$ cat src/hdl/chip_pad_pkg.sv
/*
 * pad ring definitions
 * pad counts, dedicated and strap pad positions, config opcodes
 */

package chip_pad_pkg;

  ////////////////////////////////////////////////////////////////////
  // pad vectors
  ////////////////////////////////////////////////////////////////////

  localparam int unsigned NMioPads = 32;
  localparam int unsigned NDioPads = 4;

  typedef logic [NMioPads-1:0] mio_vec_t;
  typedef logic [NDioPads-1:0] dio_vec_t;

  // dedicated pad positions
  typedef enum logic [1:0] {
    DioSpiSck = 2'd0,
    DioSpiCsb = 2'd1,
    DioSpiSd0 = 2'd2,
    DioSpiSd1 = 2'd3
  } dio_idx_e;

  // uart sits on fixed mio pads
  localparam int unsigned MioUartRx = 25;
  localparam int unsigned MioUartTx = 26;

  // strap pads, sampled at first power-ok
  localparam int unsigned MioDftStrap0 = 21;
  localparam int unsigned MioDftStrap1 = 22;
  localparam int unsigned MioTapStrap0 = 26;
  localparam int unsigned MioTapStrap1 = 16;

  typedef logic [1:0] strap_t;

  // config port opcodes
  typedef enum logic [2:0] {
    CfgNop,
    CfgWrOut,
    CfgWrOe,
    CfgWrDio,
    CfgRdMio,
    CfgRdDio
  } cfg_op_e;

endpackage : chip_pad_pkg

$ cat src/hdl/chip_pwr_pkg.sv
/*
 * always-on power domain definitions
 * supply counter type, fake supply pattern bounds and power-ok filter states
 */

package chip_pwr_pkg;

  ////////////////////////////////////////////////////////////////////
  // supply counter
  ////////////////////////////////////////////////////////////////////

  // counter saturates at all ones
  localparam int unsigned SuppCntW = 4;

  typedef logic [SuppCntW-1:0] supp_cnt_t;

  // pattern is low, high, low, high split at these counter values
  localparam supp_cnt_t SuppLowEnd    = 4'd4;
  localparam supp_cnt_t SuppHighEnd   = 4'd8;
  localparam supp_cnt_t SuppGlitchEnd = 4'd12;

  ////////////////////////////////////////////////////////////////////
  // power-ok filter
  ////////////////////////////////////////////////////////////////////

  typedef enum logic [1:0] {
    PokOff,
    PokFilter,
    PokOn
  } pok_state_e;

  // short enough to let the glitch window through once
  localparam int unsigned PokFiltDefault = 3;

endpackage : chip_pwr_pkg
$ cat src/hdl/sim_chip_top.sv
/*
 * simulation chip shell: always-on power sequencing,
 * pad ring map and pad control registers
 */

`timescale 1ns/1ps

module sim_chip_top import chip_pwr_pkg::*, chip_pad_pkg::*; #(
  parameter int unsigned pok_filter_cycles = PokFiltDefault
) (
  input  logic     clk_aon,
  input  logic     rst_n_i,

  // gpio
  input  mio_vec_t gpio_i,
  output mio_vec_t gpio_o,
  output mio_vec_t gpio_en_o,

  // uart
  input  logic     uart_rx_i,
  output logic     uart_tx_o,
  output logic     uart_tx_en_o,

  // spi
  input  logic     spi_sck_i,
  input  logic     spi_csb_i,
  input  logic     spi_sdi_i,
  output logic     spi_sdo_o,
  output logic     spi_sdo_en_o,

  // config port
  input  cfg_op_e  cfg_op_i,
  input  mio_vec_t cfg_wdata_i,
  output mio_vec_t cfg_rdata_o,
  output logic     cfg_rvalid_o,

  // status
  output logic     pok_o,
  output strap_t   dft_strap_o,
  output strap_t   tap_strap_o
);

  logic     pok;
  mio_vec_t mio_in;
  mio_vec_t mio_out;
  mio_vec_t mio_oe;
  dio_vec_t dio_in;
  dio_vec_t dio_out;
  dio_vec_t dio_oe;

  assign pok_o = pok;

  supply_por_gen #(
    .pok_filter_cycles(pok_filter_cycles)
  ) u_supply_por_gen (
    .clk_aon (clk_aon),
    .rst_n_i (rst_n_i),
    .pok_o   (pok)
  );

  pad_ring_map u_pad_ring_map (
    .pok_i        (pok),
    .gpio_i       (gpio_i),
    .uart_rx_i    (uart_rx_i),
    .spi_sck_i    (spi_sck_i),
    .spi_csb_i    (spi_csb_i),
    .spi_sdi_i    (spi_sdi_i),
    .mio_out_i    (mio_out),
    .mio_oe_i     (mio_oe),
    .dio_out_i    (dio_out),
    .dio_oe_i     (dio_oe),
    .mio_in_o     (mio_in),
    .dio_in_o     (dio_in),
    .gpio_o       (gpio_o),
    .gpio_en_o    (gpio_en_o),
    .uart_tx_o    (uart_tx_o),
    .uart_tx_en_o (uart_tx_en_o),
    .spi_sdo_o    (spi_sdo_o),
    .spi_sdo_en_o (spi_sdo_en_o)
  );

  pad_ctrl_regs u_pad_ctrl_regs (
    .clk_aon      (clk_aon),
    .rst_n_i      (rst_n_i),
    .pok_i        (pok),
    .cfg_op_i     (cfg_op_i),
    .cfg_wdata_i  (cfg_wdata_i),
    .cfg_rdata_o  (cfg_rdata_o),
    .cfg_rvalid_o (cfg_rvalid_o),
    .mio_in_i     (mio_in),
    .dio_in_i     (dio_in),
    .mio_out_o    (mio_out),
    .mio_oe_o     (mio_oe),
    .dio_out_o    (dio_out),
    .dio_oe_o     (dio_oe),
    .dft_strap_o  (dft_strap_o),
    .tap_strap_o  (tap_strap_o)
  );

endmodule : sim_chip_top

$ cat src/hdl/pad_ctrl_regs.sv
/*
 * pad control registers: pad drive and enables, input readback
 * over a strobe config port, strap capture at first power-ok
 */

`timescale 1ns/1ps

module pad_ctrl_regs import chip_pad_pkg::*; (
  input  logic     clk_aon,
  input  logic     rst_n_i,
  input  logic     pok_i,

  // config port
  input  cfg_op_e  cfg_op_i,
  input  mio_vec_t cfg_wdata_i,
  output mio_vec_t cfg_rdata_o,
  output logic     cfg_rvalid_o,

  // pad side
  input  mio_vec_t mio_in_i,
  input  dio_vec_t dio_in_i,
  output mio_vec_t mio_out_o,
  output mio_vec_t mio_oe_o,
  output dio_vec_t dio_out_o,
  output dio_vec_t dio_oe_o,

  // straps
  output strap_t   dft_strap_o,
  output strap_t   tap_strap_o
);

  mio_vec_t rd_mux;
  logic     rd_req;
  logic     strap_done_q;

  ////////////////////////////////////////////////////////////////////
  // writes
  ////////////////////////////////////////////////////////////////////

  // opcodes only count once power is ok
  always_ff @(posedge clk_aon or negedge rst_n_i) begin
    if (!rst_n_i) begin
      mio_out_o <= '0;
      mio_oe_o  <= '0;
      dio_out_o <= '0;
      dio_oe_o  <= '0;
    end else if (pok_i) begin
      unique case (cfg_op_i)
        CfgWrOut: mio_out_o <= cfg_wdata_i;
        CfgWrOe:  mio_oe_o  <= cfg_wdata_i;
        CfgWrDio: begin
          // low nibble drives, next nibble enables
          dio_out_o <= cfg_wdata_i[NDioPads-1:0];
          dio_oe_o  <= cfg_wdata_i[2*NDioPads-1:NDioPads];
        end
        default: ;
      endcase
    end
  end

  ////////////////////////////////////////////////////////////////////
  // reads
  ////////////////////////////////////////////////////////////////////

  always_comb begin
    rd_req = 1'b0;
    rd_mux = mio_in_i;
    unique case (cfg_op_i)
      CfgRdMio: rd_req = 1'b1;
      CfgRdDio: begin
        rd_req = 1'b1;
        rd_mux = {{(NMioPads-NDioPads){1'b0}}, dio_in_i};
      end
      default: ;
    endcase
  end

  // one valid per read, back to back reads give back to back pulses
  always_ff @(posedge clk_aon or negedge rst_n_i) begin
    if (!rst_n_i) begin
      cfg_rvalid_o <= 1'b0;
    end else begin
      cfg_rvalid_o <= rd_req & pok_i;
    end
  end

  always_ff @(posedge clk_aon) begin
    if (rd_req && pok_i) begin
      cfg_rdata_o <= rd_mux;
    end
  end

  ////////////////////////////////////////////////////////////////////
  // straps
  ////////////////////////////////////////////////////////////////////

  // captured once, on the first edge that sees power-ok
  always_ff @(posedge clk_aon or negedge rst_n_i) begin
    if (!rst_n_i) begin
      strap_done_q <= 1'b0;
      dft_strap_o  <= '0;
      tap_strap_o  <= '0;
    end else if (pok_i && !strap_done_q) begin
      strap_done_q <= 1'b1;
      dft_strap_o  <= {mio_in_i[MioDftStrap1], mio_in_i[MioDftStrap0]};
      tap_strap_o  <= {mio_in_i[MioTapStrap1], mio_in_i[MioTapStrap0]};
    end
  end

endmodule : pad_ctrl_regs

$ cat src/hdl/pad_ring_map.sv
/*
 * pad ring map: chip pins onto the mio and dio pad vectors,
 * pad outputs back onto pins, all held off until power-ok
 */

`timescale 1ns/1ps

module pad_ring_map import chip_pad_pkg::*; (
  input  logic     pok_i,

  // pins in
  input  mio_vec_t gpio_i,
  input  logic     uart_rx_i,
  input  logic     spi_sck_i,
  input  logic     spi_csb_i,
  input  logic     spi_sdi_i,

  // pad drive from the register block
  input  mio_vec_t mio_out_i,
  input  mio_vec_t mio_oe_i,
  input  dio_vec_t dio_out_i,
  input  dio_vec_t dio_oe_i,

  // pad inputs to the register block
  output mio_vec_t mio_in_o,
  output dio_vec_t dio_in_o,

  // pins out
  output mio_vec_t gpio_o,
  output mio_vec_t gpio_en_o,
  output logic     uart_tx_o,
  output logic     uart_tx_en_o,
  output logic     spi_sdo_o,
  output logic     spi_sdo_en_o
);

  mio_vec_t mio_out_g;
  mio_vec_t mio_oe_g;

  ////////////////////////////////////////////////////////////////////
  // inbound
  ////////////////////////////////////////////////////////////////////

  always_comb begin
    mio_in_o = gpio_i;
    // uart rx overrides the gpio pin here
    mio_in_o[MioUartRx] = uart_rx_i;
  end

  always_comb begin
    dio_in_o = '0;
    dio_in_o[DioSpiSck] = spi_sck_i;
    dio_in_o[DioSpiCsb] = spi_csb_i;
    dio_in_o[DioSpiSd0] = spi_sdi_i;
  end

  ////////////////////////////////////////////////////////////////////
  // outbound
  ////////////////////////////////////////////////////////////////////

  // nothing reaches a pin before power-ok
  assign mio_out_g = mio_out_i & {NMioPads{pok_i}};
  assign mio_oe_g  = mio_oe_i & {NMioPads{pok_i}};

  // pad 26 belongs to uart tx, its gpio pin stays quiet
  always_comb begin
    gpio_o    = mio_out_g;
    gpio_en_o = mio_oe_g;
    gpio_o[MioUartTx]    = 1'b0;
    gpio_en_o[MioUartTx] = 1'b0;
  end

  assign uart_tx_o    = mio_out_g[MioUartTx];
  assign uart_tx_en_o = mio_oe_g[MioUartTx];

  // spi data out
  assign spi_sdo_o    = dio_out_i[DioSpiSd1] & pok_i;
  assign spi_sdo_en_o = dio_oe_i[DioSpiSd1] & pok_i;

endmodule : pad_ring_map

$ cat src/hdl/supply_por_gen.sv
/*
 * power-on sequencer: saturating counter builds a fake supply pattern
 * and a consecutive-sample filter turns it into power-ok
 */

`timescale 1ns/1ps

module supply_por_gen import chip_pwr_pkg::*; #(
  parameter int unsigned pok_filter_cycles = PokFiltDefault
) (
  input  logic clk_aon,
  input  logic rst_n_i,
  output logic pok_o
);

  localparam int unsigned FiltW = $clog2(pok_filter_cycles + 1);

  supp_cnt_t  supp_cnt_q;
  logic       supp_ok;
  pok_state_e pok_state_q;
  logic [FiltW-1:0] filt_cnt_q;

  ////////////////////////////////////////////////////////////////////
  // supply pattern
  ////////////////////////////////////////////////////////////////////

  // count up once per edge and hold at the top
  always_ff @(posedge clk_aon or negedge rst_n_i) begin
    if (!rst_n_i) begin
      supp_cnt_q <= '0;
    end else if (supp_cnt_q != '1) begin
      supp_cnt_q <= supp_cnt_q + 1'b1;
    end
  end

  // low, high, low, then high for good
  assign supp_ok = (supp_cnt_q < SuppLowEnd)    ? 1'b0 :
                   (supp_cnt_q < SuppHighEnd)   ? 1'b1 :
                   (supp_cnt_q < SuppGlitchEnd) ? 1'b0 : 1'b1;

  ////////////////////////////////////////////////////////////////////
  // power-ok filter
  ////////////////////////////////////////////////////////////////////

  always_ff @(posedge clk_aon or negedge rst_n_i) begin
    if (!rst_n_i) begin
      pok_state_q <= PokOff;
      filt_cnt_q  <= '0;
    end else if (!supp_ok) begin
      // any low sample drops power-ok at once
      pok_state_q <= PokOff;
      filt_cnt_q  <= '0;
    end else begin
      unique case (pok_state_q)
        PokOff: begin
          pok_state_q <= PokFilter;
          filt_cnt_q  <= '0;
        end
        PokFilter: begin
          filt_cnt_q <= filt_cnt_q + 1'b1;
          if (filt_cnt_q == FiltW'(pok_filter_cycles - 1)) begin
            pok_state_q <= PokOn;
          end
        end
        default: pok_state_q <= PokOn;
      endcase
    end
  end

  assign pok_o = (pok_state_q == PokOn);

endmodule : supply_por_gen

$ cat config.mk
export PLATFORM = sky130hd
export DESIGN_NAME = sim_chip_top
export DESIGN_NICKNAME = d
export VERILOG_FILES = /design/src/hdl/chip_pad_pkg.sv /design/src/hdl/chip_pwr_pkg.sv /design/src/hdl/sim_chip_top.sv /design/src/hdl/pad_ctrl_regs.sv /design/src/hdl/pad_ring_map.sv /design/src/hdl/supply_por_gen.sv
export SDC_FILE = /design/constraint.sdc
export NUM_CORES = 1
export LEC_CHECK = 0
export ABC_AREA = 1
export ABC_CLOCK_PERIOD_IN_PS = 5400
export BUFFER_PORTS_ARGS = -buffer_cell sky130_fd_sc_hd__buf_2
export CORE_MARGIN = 2
export CORE_UTILIZATION = 47
export DETAILED_ROUTE_END_ITERATION = 8
export PLACE_DENSITY = 0.85
export SETUP_SLACK_MARGIN = 0.15
export SYNTH_ARGS = -nofsm -noshare
export SYNTH_HDL_FRONTEND = slang
export SYNTH_SLANG_ARGS = --single-unit
$ cat constraint.sdc
create_clock -name clk_aon -period 5.4 [get_ports clk_aon]
set_input_delay 0.27 -clock clk_aon [delete_from_list [all_inputs] [get_ports clk_aon]]
set_output_delay 0.27 -clock clk_aon [all_outputs]
set_load 0.05 [all_outputs]
# [Word level (Yosys, flattened, before mapping)]
# Index checks and enable logic that the tools add are counted.
[op_classes] mul=0 n_eq_ne=11 add_sub_neg=2 n_reduce_logical=8 bitwise_logic=5 mux=10 div_mod_pow=0 order_cmp=3 shifts=0
[ops] operator="32-bit AND" n=2
[ops] operator="4-bit < comparator (second input constant)" n=2
[ops] operator="2-bit one-hot mux with 2 select lines" n=2
[ops] operator="3-bit by 2-bit equality test with 1-bit output (second input constant)" n=2
[ops] operator="3-bit equality test (second input constant)" n=2
[ops] operator="2-bit 2-to-1 mux" n=3
[ops] operator="3-bit != test (second input constant)" n=2
[ops] operator="2-bit AND reduction" n=3
[ops] operator="4-bit by 1-bit adder with 4-bit output (second input constant)" n=1
[ops] operator="2-bit equality test (second input constant)" n=2
[ops] operator="4-bit by 3-bit < comparator with 1-bit output (second input constant)" n=1
[ops] operator="1-bit 2-to-1 mux" n=4
[ops] operator="4-bit != test (second input constant)" n=1
[ops] operator="1-bit AND" n=3
[ops] operator="3-bit by 1-bit equality test with 1-bit output (second input constant)" n=1
[ops] operator="3-bit 2-to-1 mux" n=1
[ops] operator="2-bit by 1-bit adder with 2-bit output (second input constant)" n=1
[ops] operator="2-bit by 1-bit equality test with 1-bit output (second input constant)" n=1
[ops] operator="1-bit logical AND" n=2
[ops] operator="2-bit zero test" n=1
[ops] operator="2-bit OR reduction" n=1
[ops] operator="1-bit zero test" n=1
[totals] latch_bits=0 romBits=0 memories=0 in_bits=73 ramBits=0 regBits=118

# [Depth between registers and ports, before layout]
# Gate-level depths: netlist of the first run.
[logic_depth] ltp_word=5 depth_mapped=7 ltp_nobuf=5

# [Cells and area by module]
# Synthesis of the first run repeated with hierarchy kept, for this count alone.
[unflattened] cells_unflattened=667 area_unflattened_um2=5547.8
[by_module_without_submodules] mod="pad_ctrl_regs" area_each_um2=4334.2 seq_area_each_um2=2912.8 instances=1 cells_each=448
[by_module_without_submodules] mod="pad_ring_map" area_each_um2=832.0 seq_area_each_um2=0.0 instances=1 cells_each=178
[by_module_without_submodules] mod="supply_por_gen" area_each_um2=381.6 seq_area_each_um2=200.2 instances=1 cells_each=41

# [Least setup slack after synthesis of the first run]
# Ideal clock, no wire load.
[synth_timing] path_type="register -> register" startpoint="register u_supply_por_gen.pok_state_q[0]" endpoint="register u_pad_ctrl_regs.cfg_rdata_o[0], enable pin" setup_ns=0.463 path_buffers=1 synth_period_minus_slack_ns=3.499 path_stages_with_launch=5 slack_ns=1.901 arrival_ns=3.035 cell_sequence="dfrtp_1 inv_1 nand2_1 buf_2 nor3_1"
[synth_via] elab_chain_len=2
[synth_lines] element="start: declaration" line="supply_por_gen.sv:20" source="pok_state_e pok_state_q;"
[synth_lines] element="start signal: assignment" line="supply_por_gen.sv:47" source="pok_state_q <= PokOff;"
[synth_lines] element="start signal: assignment" line="supply_por_gen.sv:51" source="pok_state_q <= PokOff;"
[synth_lines] element="start signal: assignment" line="supply_por_gen.sv:56" source="pok_state_q <= PokFilter;"
[synth_lines] element="2-bit equality test" line="supply_por_gen.sv:70" source="assign pok_o = (pok_state_q == PokOn);"
[synth_lines] element="1-bit logical AND" line="pad_ctrl_regs.sv:88" source="if (rd_req && pok_i) begin"
[synth_lines] element="end signal: assignment" line="pad_ctrl_regs.sv:89" source="cfg_rdata_o <= rd_mux;"
[synth_lines] element="end: declaration" line="pad_ctrl_regs.sv:16" source="output mio_vec_t cfg_rdata_o,"
# No other way between the ends.
# A chain may end at the register's enable or synchronous reset.

# [Worst setup path in the final report of the first run]
[layout_timing] startpoint="register u_supply_por_gen.pok_state_q[0]" endpoint="output port spi_sdo_en_o"
[layout_via] elab_chain_len=2
[layout_lines] element="2-bit equality test" line="supply_por_gen.sv:70"
[layout_lines] element="1-bit AND" line="pad_ring_map.sv:78" source="assign spi_sdo_en_o = dio_oe_i[DioSpiSd1] & pok_i;"
[layout_lines] element="end: declaration" line="sim_chip_top.sv:29" source="output logic spi_sdo_en_o,"
# No other way between the ends.

==> results of run 1 <==
[flip-flops by register name, summed over array words and instances, names as in the netlist, 2 cells and up]
name                          cells
u_supply_por_gen.supp_cnt_q       4
u_pad_ctrl_regs.dft_strap_o       2
u_pad_ctrl_regs.mio_oe_o         32
u_pad_ctrl_regs.tap_strap_o       2
u_supply_por_gen.pok_state_q      2
u_pad_ctrl_regs.cfg_rdata_o      32
u_supply_por_gen.filt_cnt_q       2
u_pad_ctrl_regs.mio_out_o        32
[routing by layer]
layer  GRT usage (%)  up-vias  part of all wire (%)
met5               0        -                     0
met2            35.4      172                    48
li1                -     2119                     -
met3            4.19       11                   8.3
met1            27.2     1955                    43
met4            5.47        0                  0.93
[cells by family (layout without fill, tap and decap cells)]
kind of cell / after synthesis / after routing
buffers and inverters: 137 / 302
DFF: 112 / 112
AOI/OAI and AO/OA: 4 / 4
and+or+nand+nor: 340 / 340
adders and majority gates: 2 / 2
xor gates and xnor gates: 2 / 2
other: 1 / 2
[layout make-up]
type,instances,area (um2),area share [%]
Sequential cell,112,2960,48.4
Multi-Input combinational cell,350,1490,24.4
Timing Repair Buffer,181,923,15.1
Inverter,105,394,6.44
Tap cell,136,170,2.78
Clock buffer,10,128,2.09
Clock inverter,6,51.3,0.838
[power groups by stage]
stage          sequential (W)  combinational (W)  clock [W]
4_1_cts               0.00101           0.000668   0.000478
3_3_place_gp          0.00103           0.000658          0
3_5_place_dp          0.00103           0.000668          0
5_1_grt               0.00102           0.000715   0.000513
6_report              0.00101           0.000662   0.000466
2_1_floorplan         0.00106           0.000460          0
[through the flow]
step | area (um2) | utilization [%] | total power (W) | cells
floorplan | 5010 | - | 0.00152 | 599
global placement | 5940 | 57.5 | 0.00168 | 884
detailed placement | 5940 | 57.5 | 0.00170 | 884
CTS | 6120 | 59.3 | 0.00216 | 900
global route | 6120 | 59.3 | 0.00225 | 900
finish | 6120 | 59.3 | 0.00214 | 900
[cell usage after synthesis]
master / instances
a211oi_1: 1
buf_2: 17
buf_4: 6
buf_6: 1
clkbuf_1: 8
conb_1: 1
dfrtp_1: 80
edfxtp_1: 32
ha_1: 2
inv_1: 103
inv_2: 2
nand2_1: 185
nand3_1: 82
nand4_1: 1
nor2_1: 66
nor2_2: 2
nor2_4: 2
nor3_1: 1
o21ai_0: 3
or2_2: 1
xnor2_1: 1
xor2_1: 1
[worst reg2reg max path: stages, from the launching register on]
cell	delay, ns
dfrtp_1	0.48
inv_1	0.10
nand2_2	0.34
buf_4	0.41
nor2_4	0.12
buf_4	0.51
nand3_1	0.21
nand2_1	0.10
[final timing paths]
| kind | startpoint | end | slack (ns) | cells after the start |
|---|---|---|---|---|
| hold reg to reg | u_pad_ctrl_regs.mio_out_o[2] | u_pad_ctrl_regs.mio_out_o[2] | 0.48 | 2 |
| setup reg to reg | u_supply_por_gen.pok_state_q[0] | u_pad_ctrl_regs.mio_out_o[23] | 3.07 | 7 |
| max in group asynchronous | rst_n_i | u_pad_ctrl_regs.mio_out_o[31] | 4.69 | 1 |
| setup / recovery | u_supply_por_gen.pok_state_q[0] | spi_sdo_en_o | 2.91 | 5 |
| hold / removal | rst_n_i | u_pad_ctrl_regs.cfg_rvalid_o | 0.07 | 1 |
| min in group clk_aon | cfg_wdata_i[11] | u_pad_ctrl_regs.mio_oe_o[11] | 0.13 | 3 |
==> results.sh, run 1 <==
export IMPL_power_density_mw_per_mm2=350
export IMPL_final_common_cell="nand2_1"
export IMPL_power_frac_clock_pct=21.8
export IMPL_crit_required_ns=5.13
export IMPL_drt_antenna_violating_nets=0
export IMPL_cts_inserted_buffers=9
export IMPL_seqPwrFrac_pct=47.3
export IMPL_crit_family="buffers and inverters"
export IMPL_clkSlewWorstSetupHoldPaths_ns=0.11
export IMPL_finalSetupViolCount=0
export IMPL_dpl_hpwl_mm=8.14
export IMPL_switchingPower_w=0.000845
export IMPL_max_slew_margin_rel_pct=33.1
export IMPL_synth_mux_area_fraction_pct=0
export IMPL_die_w_um=107
export IMPL_hp_class="primary input to async pin"
export IMPL_yosysSeqAreaShare_pct=59.2
export IMPL_hold_viol_final=0
export IMPL_nFillCells=950
export IMPL_final_period_utilization_pct=46.1
export IMPL_clock_fmax_mhz=401
export IMPL_clock_sinks=112
export IMPL_cts_root_buf="clkbuf_8"
export IMPL_status="complete, no violations"
export IMPL_clock_latency_ns=0.37
export IMPL_max_stage_delay_ns=0.50
export IMPL_syn_cell_area_mm2=0.00500
export IMPL_grt_max_degree=81
export IMPL_critPathBufInv=3
export IMPL_place_ws_ns=2.77
export IMPL_via_per_inst=4.73
export IMPL_grt_overflow=0
export IMPL_ctsResizeCount=0
export IMPL_path_cells="inv_1 > nand2_2 > buf_4 > nor2_1 > buf_2"
export IMPL_io_pins=179
export IMPL_core_area_mm2=0.0103
export IMPL_setup_ws_ns=2.91
export IMPL_cts_hold_repair_buffers=0
export IMPL_io_buffer_count=175
export IMPL_cts_setup_buffers=0
export IMPL_switching_share_pct=39.5
export IMPL_setup_tns_ns=0
export IMPL_final_cell_mix="184 x nand2_1, 174 x buf_2, 103 x inv_1"
export IMPL_critPathLaunchType="flop"
export IMPL_yosysTopAreaCell="dfrtp_1"
export IMPL_cts_tree="yes"
export IMPL_crit_type="flop to primary output"
export IMPL_grt_antenna_before_repair=0
export IMPL_cp_slowest_cell="dfrtp_1"
export IMPL_comb_power_share_pct=30.9
export IMPL_synth_top_family_by_area="simple AND/OR/NAND/NOR gates"
export IMPL_synth_fa_ha_area_share_pct=0.500
export IMPL_first_global_vias=4012
export IMPL_die_h_um=107
export IMPL_vdd_drop_max_mv=0.170
export IMPL_hold_slack_ns=0.0663
export IMPL_clock_path_buffers=2
export IMPL_dr_pass1_iters=4
export IMPL_wl_per_cell_um=13.0
export IMPL_tightest_slew_ns=1.00
export IMPL_synth_xor_xnor_area_share_pct=0.350
export IMPL_max_cap_violations=0
export IMPL_nets=834
export IMPL_syn_inst=598
export IMPL_synth_cell_type_count=22
export IMPL_crit_fanout=37
export IMPL_ys_warn_count=0
export IMPL_internal_power_w=0.00129
export IMPL_synthTopCellsByArea="dfrtp_1 40%, edfxtp_1 19%, nand2_1 14%, nand3_1 8.2%, inv_1 7.7%"
export IMPL_area_growth_pct=22.3
export IMPL_die_area_mm2=0.0115
export IMPL_final_min_clock_period_ns=2.49
export IMPL_maxSlewViolCount=0
export IMPL_ys_ff_latch=112
export IMPL_endpoint_kind="primary output"
export IMPL_initial_utilization_pct=48.5
export IMPL_syn_avg_cell_area_um2=8.37
export IMPL_drc=0
export IMPL_drt_initial_drc_count=227
export IMPL_routabilityCongestion=0.800
export IMPL_drt_wl_total_mm=11.7
export IMPL_via_count=4257
export IMPL_track_usage_pct=20.8
export IMPL_htreeDepth=3
export IMPL_power_leakage_nw=3.54
export IMPL_drive_gt1_share_pct=26.8
export IMPL_synth_top_cell_area_share_pct=40.0
export IMPL_synth_compound_area_share_pct=0.450
export IMPL_num_antenna_cells=0
export IMPL_arrival_ns=2.22
export IMPL_synthSimpleGateAreaFrac_pct=28.1
export IMPL_finalClockSkew_ns=0.00989
export IMPL_grt_pass1_wl_mm=18.8
export IMPL_num_rows=37
export IMPL_rsz0062_at_grt="no"
Note: power is estimated with default switching activity, not from simulation.
==> run 2: changes to the inputs <==
--- a/config.mk
+++ b/config.mk
@@ -5,11 +5,11 @@
 export SDC_FILE = /design/constraint.sdc
 export NUM_CORES = 1
 export LEC_CHECK = 0
-export ABC_AREA = 1
-export ABC_CLOCK_PERIOD_IN_PS = 5400
+export ABC_AREA = 0
+export ABC_CLOCK_PERIOD_IN_PS = 2200
 export BUFFER_PORTS_ARGS = -buffer_cell sky130_fd_sc_hd__buf_2
 export CORE_MARGIN = 2
-export CORE_UTILIZATION = 47
+export CORE_UTILIZATION = 44
 export DETAILED_ROUTE_END_ITERATION = 8
 export PLACE_DENSITY = 0.85
 export SETUP_SLACK_MARGIN = 0.15
==> constraint.sdc (replaced) <==
create_clock -name clk_aon -period 2.2 [get_ports clk_aon]
set_input_delay 0.11 -clock clk_aon [delete_from_list [all_inputs] [get_ports clk_aon]]
set_output_delay 0.11 -clock clk_aon [all_outputs]
set_load 0.05 [all_outputs]
==> results.sh, run 2 <==
export IMPL_largestRegisters="u_pad_ctrl_regs.cfg_rdata_o: 32 flops, u_pad_ctrl_regs.mio_oe_o: 32 flops, u_pad_ctrl_regs.mio_out_o: 32 flops"
export IMPL_dr_pass1_iters=4
export IMPL_final_period_utilization_pct=88.9
export IMPL_synthArstFlopShare_pct=71.4
export IMPL_die_h_um=108
export IMPL_switchingPower_w=0.00214
export IMPL_synth_common_cells="80 x dfrtp_1, 79 x and2_1, 72 x mux2_2, 32 x edfxtp_1, 17 x and2_2"
export IMPL_crit_required_ns=2.09
export IMPL_grt_overflow=0
export IMPL_via_per_inst=4.79
export IMPL_drc=0
export IMPL_syn_inst=332
export IMPL_p_total_w=0.00558
export IMPL_synthTopCellsByArea="dfrtp_1 42%, edfxtp_1 20%, mux2_2 17%, and2_1 10%, and2_2 2.7%"
export IMPL_syn_cell_area_mm2=0.00476
export IMPL_nFillCells=780
export IMPL_hold_slack_ns=0.0197
export IMPL_yosysSeqAreaShare_pct=62.2
export IMPL_cts_root_buf="clkbuf_8"
export IMPL_r2r_slack_ns=0.40
export IMPL_maxSlewViolCount=0
export IMPL_endpoint_kind="primary output"
export IMPL_comb_power_share_pct=34.3
export IMPL_vdd_drop_max_mv=0.524
export IMPL_synth_mux_area_fraction_pct=17.7
export IMPL_area_growth_pct=35.9
export IMPL_crit_type="flop to primary output"
export IMPL_routed_top_layer="met4"
export IMPL_ys_warn_count=0
export IMPL_track_usage_pct=19.6
export IMPL_yosysTopAreaCell="dfrtp_1"
export IMPL_via_count=3338
export IMPL_met2_length_mm=6.15
export IMPL_clock_latency_ns=0.38
export IMPL_synth_xor_xnor_area_share_pct=0.184
export IMPL_power_density_mw_per_mm2=862
export IMPL_max_slew_margin_rel_pct=60.4
export IMPL_critPathLaunchType="flop"
export IMPL_hold_viol_final=0
export IMPL_first_global_vias=3474
export IMPL_core_area_mm2=0.0104
export IMPL_initial_utilization_pct=45.7
export IMPL_fin_area_mm2=0.00647
export IMPL_final_min_clock_period_ns=1.96
export IMPL_max_stage_delay_ns=0.47
export IMPL_internal_power_w=0.00344
export IMPL_final_common_cell="buf_2"
export IMPL_nets=631
export IMPL_cts_inserted_buffers=9
export IMPL_io_buffer_count=175
export IMPL_num_rows=37
export IMPL_drt_initial_drc_count=150
export IMPL_crit_fanout=34
export IMPL_final_util_pct=62.1
export IMPL_dpl_instance_area_mm2=0.00577
export IMPL_die_w_um=108
export IMPL_yosysMostFrequentCell="dfrtp_1"
export IMPL_rsz0062_at_grt="no"
export IMPL_synth_compound_area_share_pct=0.368
export IMPL_drive_gt1_share_pct=51.9
export IMPL_setup_tns_ns=0
export IMPL_finalSetupViolCount=0
export IMPL_seqPwrFrac_pct=45.2
export IMPL_power_leakage_nw=2.92
export IMPL_drt_wl_total_mm=11.6
export IMPL_routabilityCongestion=0.737
export IMPL_seq_area_mm2=0.00296
export IMPL_tightest_slew_ns=0.593
export IMPL_path_cells="nand2b_4 > clkinvlp_4 > clkbuf_16 > and2_2 > buf_2"
export IMPL_synth_cell_type_count=28
export IMPL_dpl_hpwl_mm=7.72
export IMPL_io_pins=179
export IMPL_cts_tree="yes"
export IMPL_die_area_mm2=0.0117
export IMPL_wl_met1_mm=4.47
export IMPL_grt_max_degree=69
export IMPL_final_cell_mix="172 x buf_2, 80 x dfrtp_1, 79 x and2_1"
export IMPL_dr_wl_met3_um=806
export IMPL_htreeDepth=3
export IMPL_synth_fa_ha_area_share_pct=0.525
export IMPL_clock_path_buffers=2
export IMPL_clkSlewWorstSetupHoldPaths_ns=0.10
export IMPL_cp_slowest_cell="dfrtp_1"
export IMPL_arrival_ns=1.85
export IMPL_syn_avg_cell_area_um2=14.3
export IMPL_hp_class="primary input to flop"
export IMPL_synth_ff_type="dfrtp_1"
export IMPL_multi_input_area_mm2=0.00169
export IMPL_grt_antenna_before_repair=0
export IMPL_drt_antenna_violating_nets=0
export IMPL_status="complete, no violations"
export IMPL_finalClockSkew_ns=0.0101
export IMPL_clock_fmax_mhz=511
export IMPL_synthSimpleGateAreaFrac_pct=16.2
export IMPL_cts_setup_buffers=0
export IMPL_power_frac_clock_pct=20.5
export IMPL_max_cap_violations=0
export IMPL_num_antenna_cells=0
export IMPL_clock_sinks=112
export IMPL_grt_pass1_wl_mm=17.2
export IMPL_synth_top_family_by_area="multiplexers"
export IMPL_synth_top_cell_area_share_pct=42.0
export IMPL_wl_per_cell_um=16.7
export IMPL_switching_share_pct=38.3
export IMPL_ys_ff_latch=112
export IMPL_synth_edf_count=32
==> run 2: changes by cell type after synthesis, sizes merged, moves of 17 or more <==
cell   change
mux2      +74
nor2      -63
inv      -103
nand3     -79
buf       -17
and2      +96
nand2    -182
==> run 2: logic make-up (layout without fill, tap and decap cells) <==
family,Yosys count,after routing
AND/OR/NAND/NOR,118,118
flip-flops,112,112
multiplexers,75,75
buffers and inverters,20,248
AO/OA/AOI/OAI,3,3
adder cells (fa/ha/maj),2,2
other,1,2
XOR/XNOR,1,1
==> run 2: area by class of cell <==
class | instances | area share [%]
Clock buffer | 9 | 1.91
Clock inverter | 7 | 0.832
Inverter | 2 | 0.174
Multi-Input combinational cell | 201 | 26.1
Sequential cell | 112 | 45.8
Tap cell | 136 | 2.63
Timing Repair Buffer | 230 | 22.5
==> run 2: power by group through the flow <==
stage               clock network (W)  logic (W)  registers [W]
floorplan                           0    0.00132        0.00263
global placement                    0    0.00181        0.00254
detailed placement                  0    0.00184        0.00257
CTS                           0.00117    0.00191        0.00252
global route                  0.00127    0.00201        0.00255
finish                        0.00114    0.00191        0.00252
==> run 2: metrics by stage <==
| step | cells | setup slack, ns |
|---|---|---|
| floorplan | 333 | 0.188 |
| global placement | 632 | 0.343 |
| detailed placement | 632 | 0.300 |
| CTS | 693 | 0.128 |
| global route | 697 | 0.164 |
| finish | 697 | 0.244 |
==> run 2: path summary, 6_finish.rpt <==
| check | from | to | cells past startpoint |
|---|---|---|---|
| max | u_supply_por_gen.pok_state_q[1] | spi_sdo_en_o | 5 |
| min | gpio_i[10] | u_pad_ctrl_regs.cfg_rdata_o[10] | 2 |
| max reg2reg | u_supply_por_gen.pok_state_q[0] | u_pad_ctrl_regs.mio_oe_o[5] | 4 |
| min reg2reg | u_pad_ctrl_regs.strap_done_q | u_pad_ctrl_regs.strap_done_q | 1 |
| max in group asynchronous | rst_n_i | u_pad_ctrl_regs.mio_out_o[20] | 3 |
| min in group asynchronous | rst_n_i | u_pad_ctrl_regs.mio_oe_o[9] | 2 |
==> run 2: critical path, delay by kind of cell, from the launching register on <==
kind	cells	cell delay (ns)
buffers and inverters	3	0.63
DFF	1	0.47
and+or+nand+nor	2	0.36
==> run 2: metal layers <==
metal  vias up  track usage [%]
met2       144             36.5
met3        20             4.52
li1       1557                -
met1      1617             21.6
met5         -                0
met4         0             7.60
==> run 2: timing repair <==
action                     in CTS  in global routing
gates cloned                    0                  1
hold endpoints to repair      109                  3
pin swaps                       0                  0
gates resized for setup         1                  3
hold buffers                   45                  3
setup endpoints to repair      24                 65
==> run 3: changes to the inputs <==
--- a/config.mk
+++ b/config.mk
@@ -11,7 +11,7 @@
 export CORE_MARGIN = 2
 export CORE_UTILIZATION = 44
 export DETAILED_ROUTE_END_ITERATION = 8
-export PLACE_DENSITY = 0.85
+export PLACE_DENSITY = 0.76
 export SETUP_SLACK_MARGIN = 0.15
 export SYNTH_ARGS = -nofsm -noshare
 export SYNTH_HDL_FRONTEND = slang
==> results.sh, run 3 (synthesis gave the netlist of run 2 again) <==
export IMPL_switchingPower_w=0.00206
export IMPL_setup_ws_ns=0.251
export IMPL_grt_use_met2_pct=30.7
export IMPL_num_rows=37
export IMPL_area_growth_pct=34.7
export IMPL_die_area_mm2=0.0117
export IMPL_setup_tns_ns=0
export IMPL_vdd_drop_max_mv=0.552
export IMPL_crit_required_ns=2.09
export IMPL_grt_use_met1_pct=22.5
export IMPL_crit_type="flop to primary output"
export IMPL_final_period_utilization_pct=88.6
export IMPL_internal_power_w=0.00355
export IMPL_seqPwrFrac_pct=44.8
export IMPL_cts_tree="yes"
export IMPL_critPathBufInv=3
export IMPL_cts_inserted_buffers=9
export IMPL_drt_initial_drc_count=104
export IMPL_grt_antenna_before_repair=0
export IMPL_hold_viol_final=0
export IMPL_max_slew_margin_rel_pct=52.2
export IMPL_first_global_vias=3393
export IMPL_clkSlewWorstSetupHoldPaths_ns=0.10
export IMPL_initial_utilization_pct=45.7
export IMPL_cp_slowest_cell="dfrtp_1"
export IMPL_nFillCells=812
export IMPL_path_cells="nand2b_2 > inv_2 > buf_8 > and2_2 > buf_2"
export IMPL_grt_max_degree=54
export IMPL_comb_power_share_pct=34.2
export IMPL_hold_slack_ns=0.0227
export IMPL_core_area_mm2=0.0104
export IMPL_via_per_inst=4.78
export IMPL_crit_fanout=36
export IMPL_drc=0
export IMPL_final_cell_mix="168 x buf_2, 80 x dfrtp_1, 79 x and2_1"
export IMPL_htreeDepth=3
export IMPL_endpoint_kind="primary output"
export IMPL_finalClockSkew_ns=0.00593
export IMPL_hp_class="primary input to flop"
export IMPL_wl_per_cell_um=15.2
export IMPL_grt_pass1_wl_mm=16.5
export IMPL_status="complete, no violations"
export IMPL_drive_gt1_share_pct=52.1
export IMPL_critPathLaunchType="flop"
export IMPL_via_count=3312
export IMPL_switching_share_pct=36.7
export IMPL_die_w_um=108
export IMPL_cts_setup_buffers=0
export IMPL_place_ws_ns=0.314
export IMPL_tightest_slew_ns=0.715
export IMPL_final_min_clock_period_ns=1.95
export IMPL_clock_path_buffers=2
export IMPL_clock_latency_ns=0.36
export IMPL_power_density_mw_per_mm2=876
export IMPL_io_pins=179
export IMPL_die_h_um=108
export IMPL_io_buffer_count=175
export IMPL_clock_sinks=112
export IMPL_nets=627
export IMPL_grt_util_met3_pct=5.12
export IMPL_clock_fmax_mhz=513
export IMPL_grt_busiest_layer="met2"
export IMPL_max_stage_delay_ns=0.41
export IMPL_final_util_pct=61.6
export IMPL_track_usage_pct=18.3
export IMPL_routabilityCongestion=0.716
export IMPL_power_leakage_nw=2.90
export IMPL_drt_antenna_violating_nets=0
export IMPL_grt_overflow=0
export IMPL_maxSlewViolCount=0
export IMPL_arrival_ns=1.84
export IMPL_p_total_w=0.00562
export IMPL_power_frac_clock_pct=20.9
export IMPL_final_common_cell="buf_2"
export IMPL_rsz0062_at_grt="no"
export IMPL_cts_root_buf="clkbuf_8"
export IMPL_largestRegisters="u_pad_ctrl_regs.cfg_rdata_o: 32 flops, u_pad_ctrl_regs.mio_oe_o: 32 flops, u_pad_ctrl_regs.mio_out_o: 32 flops"
export IMPL_dpl_hpwl_mm=7.13
export IMPL_crit_family="buffers and inverters"
export IMPL_num_antenna_cells=0
export IMPL_drt_wl_total_mm=10.5
export IMPL_max_cap_violations=0
export IMPL_dr_pass1_iters=4
export IMPL_finalSetupViolCount=0
==> run 3: timing repair <==
item | CTS | global route
endpoints found under the setup margin | 59 | 66
resized for setup | 2 | 8
cloned | 0 | 0
hold buffers | 42 | 0
pin swaps | 0 | 0
endpoints found under the hold margin | 126 | 0
==> run 3: power groups by stage <==
stage / Sequential, W / Clock [W] / Combinational [W]
after floorplan: 0.00263 / 0 / 0.00132
after global placement: 0.00254 / 0 / 0.00183
after detailed placement: 0.00256 / 0 / 0.00186
after CTS: 0.00252 / 0.00121 / 0.00192
after global routing: 0.00255 / 0.00129 / 0.00202
final: 0.00252 / 0.00118 / 0.00192
==> run 3: per-stage QoR <==
step | cells | area (um2)
global route | 693 | 6410
floorplan | 333 | 4780
CTS | 693 | 6390
detailed placement | 635 | 5790
global placement | 635 | 5790
finish | 693 | 6410
==> run 3: path summary, 6_finish.rpt <==
check,to,depth (start not counted),startpoint,slack (ns)
setup / recovery,gpio_en_o[0],5,u_supply_por_gen.pok_state_q[0],0.25
hold / removal,u_pad_ctrl_regs.cfg_rdata_o[23],2,gpio_i[23],0.02
setup reg to reg,u_pad_ctrl_regs.mio_oe_o[5],4,u_supply_por_gen.pok_state_q[0],0.37
hold reg to reg,u_pad_ctrl_regs.strap_done_q,1,u_pad_ctrl_regs.strap_done_q,0.48
max in group asynchronous,u_pad_ctrl_regs.mio_out_o[7],3,rst_n_i,1.19
min in group asynchronous,u_pad_ctrl_regs.mio_out_o[16],2,rst_n_i,0.32
==> run 3: area by class of cell <==
class	instances	area, um2	area share [%]
flip-flops and latches	112	2960	46.2
multi-input cells	201	1680	26.3
repair buffers	226	1410	22.0
well taps	136	170	2.65
clock buffers	13	139	2.17
clock inverters	3	42.5	0.663
inverters	2	7.51	0.117
==> run 3: routing by layer <==
metal / up-vias / routed length, um
met5: - / 0
met4: 0 / 161
met3: 15 / 866
met2: 135 / 5100
met1: 1607 / 4380
li1: 1555 / -
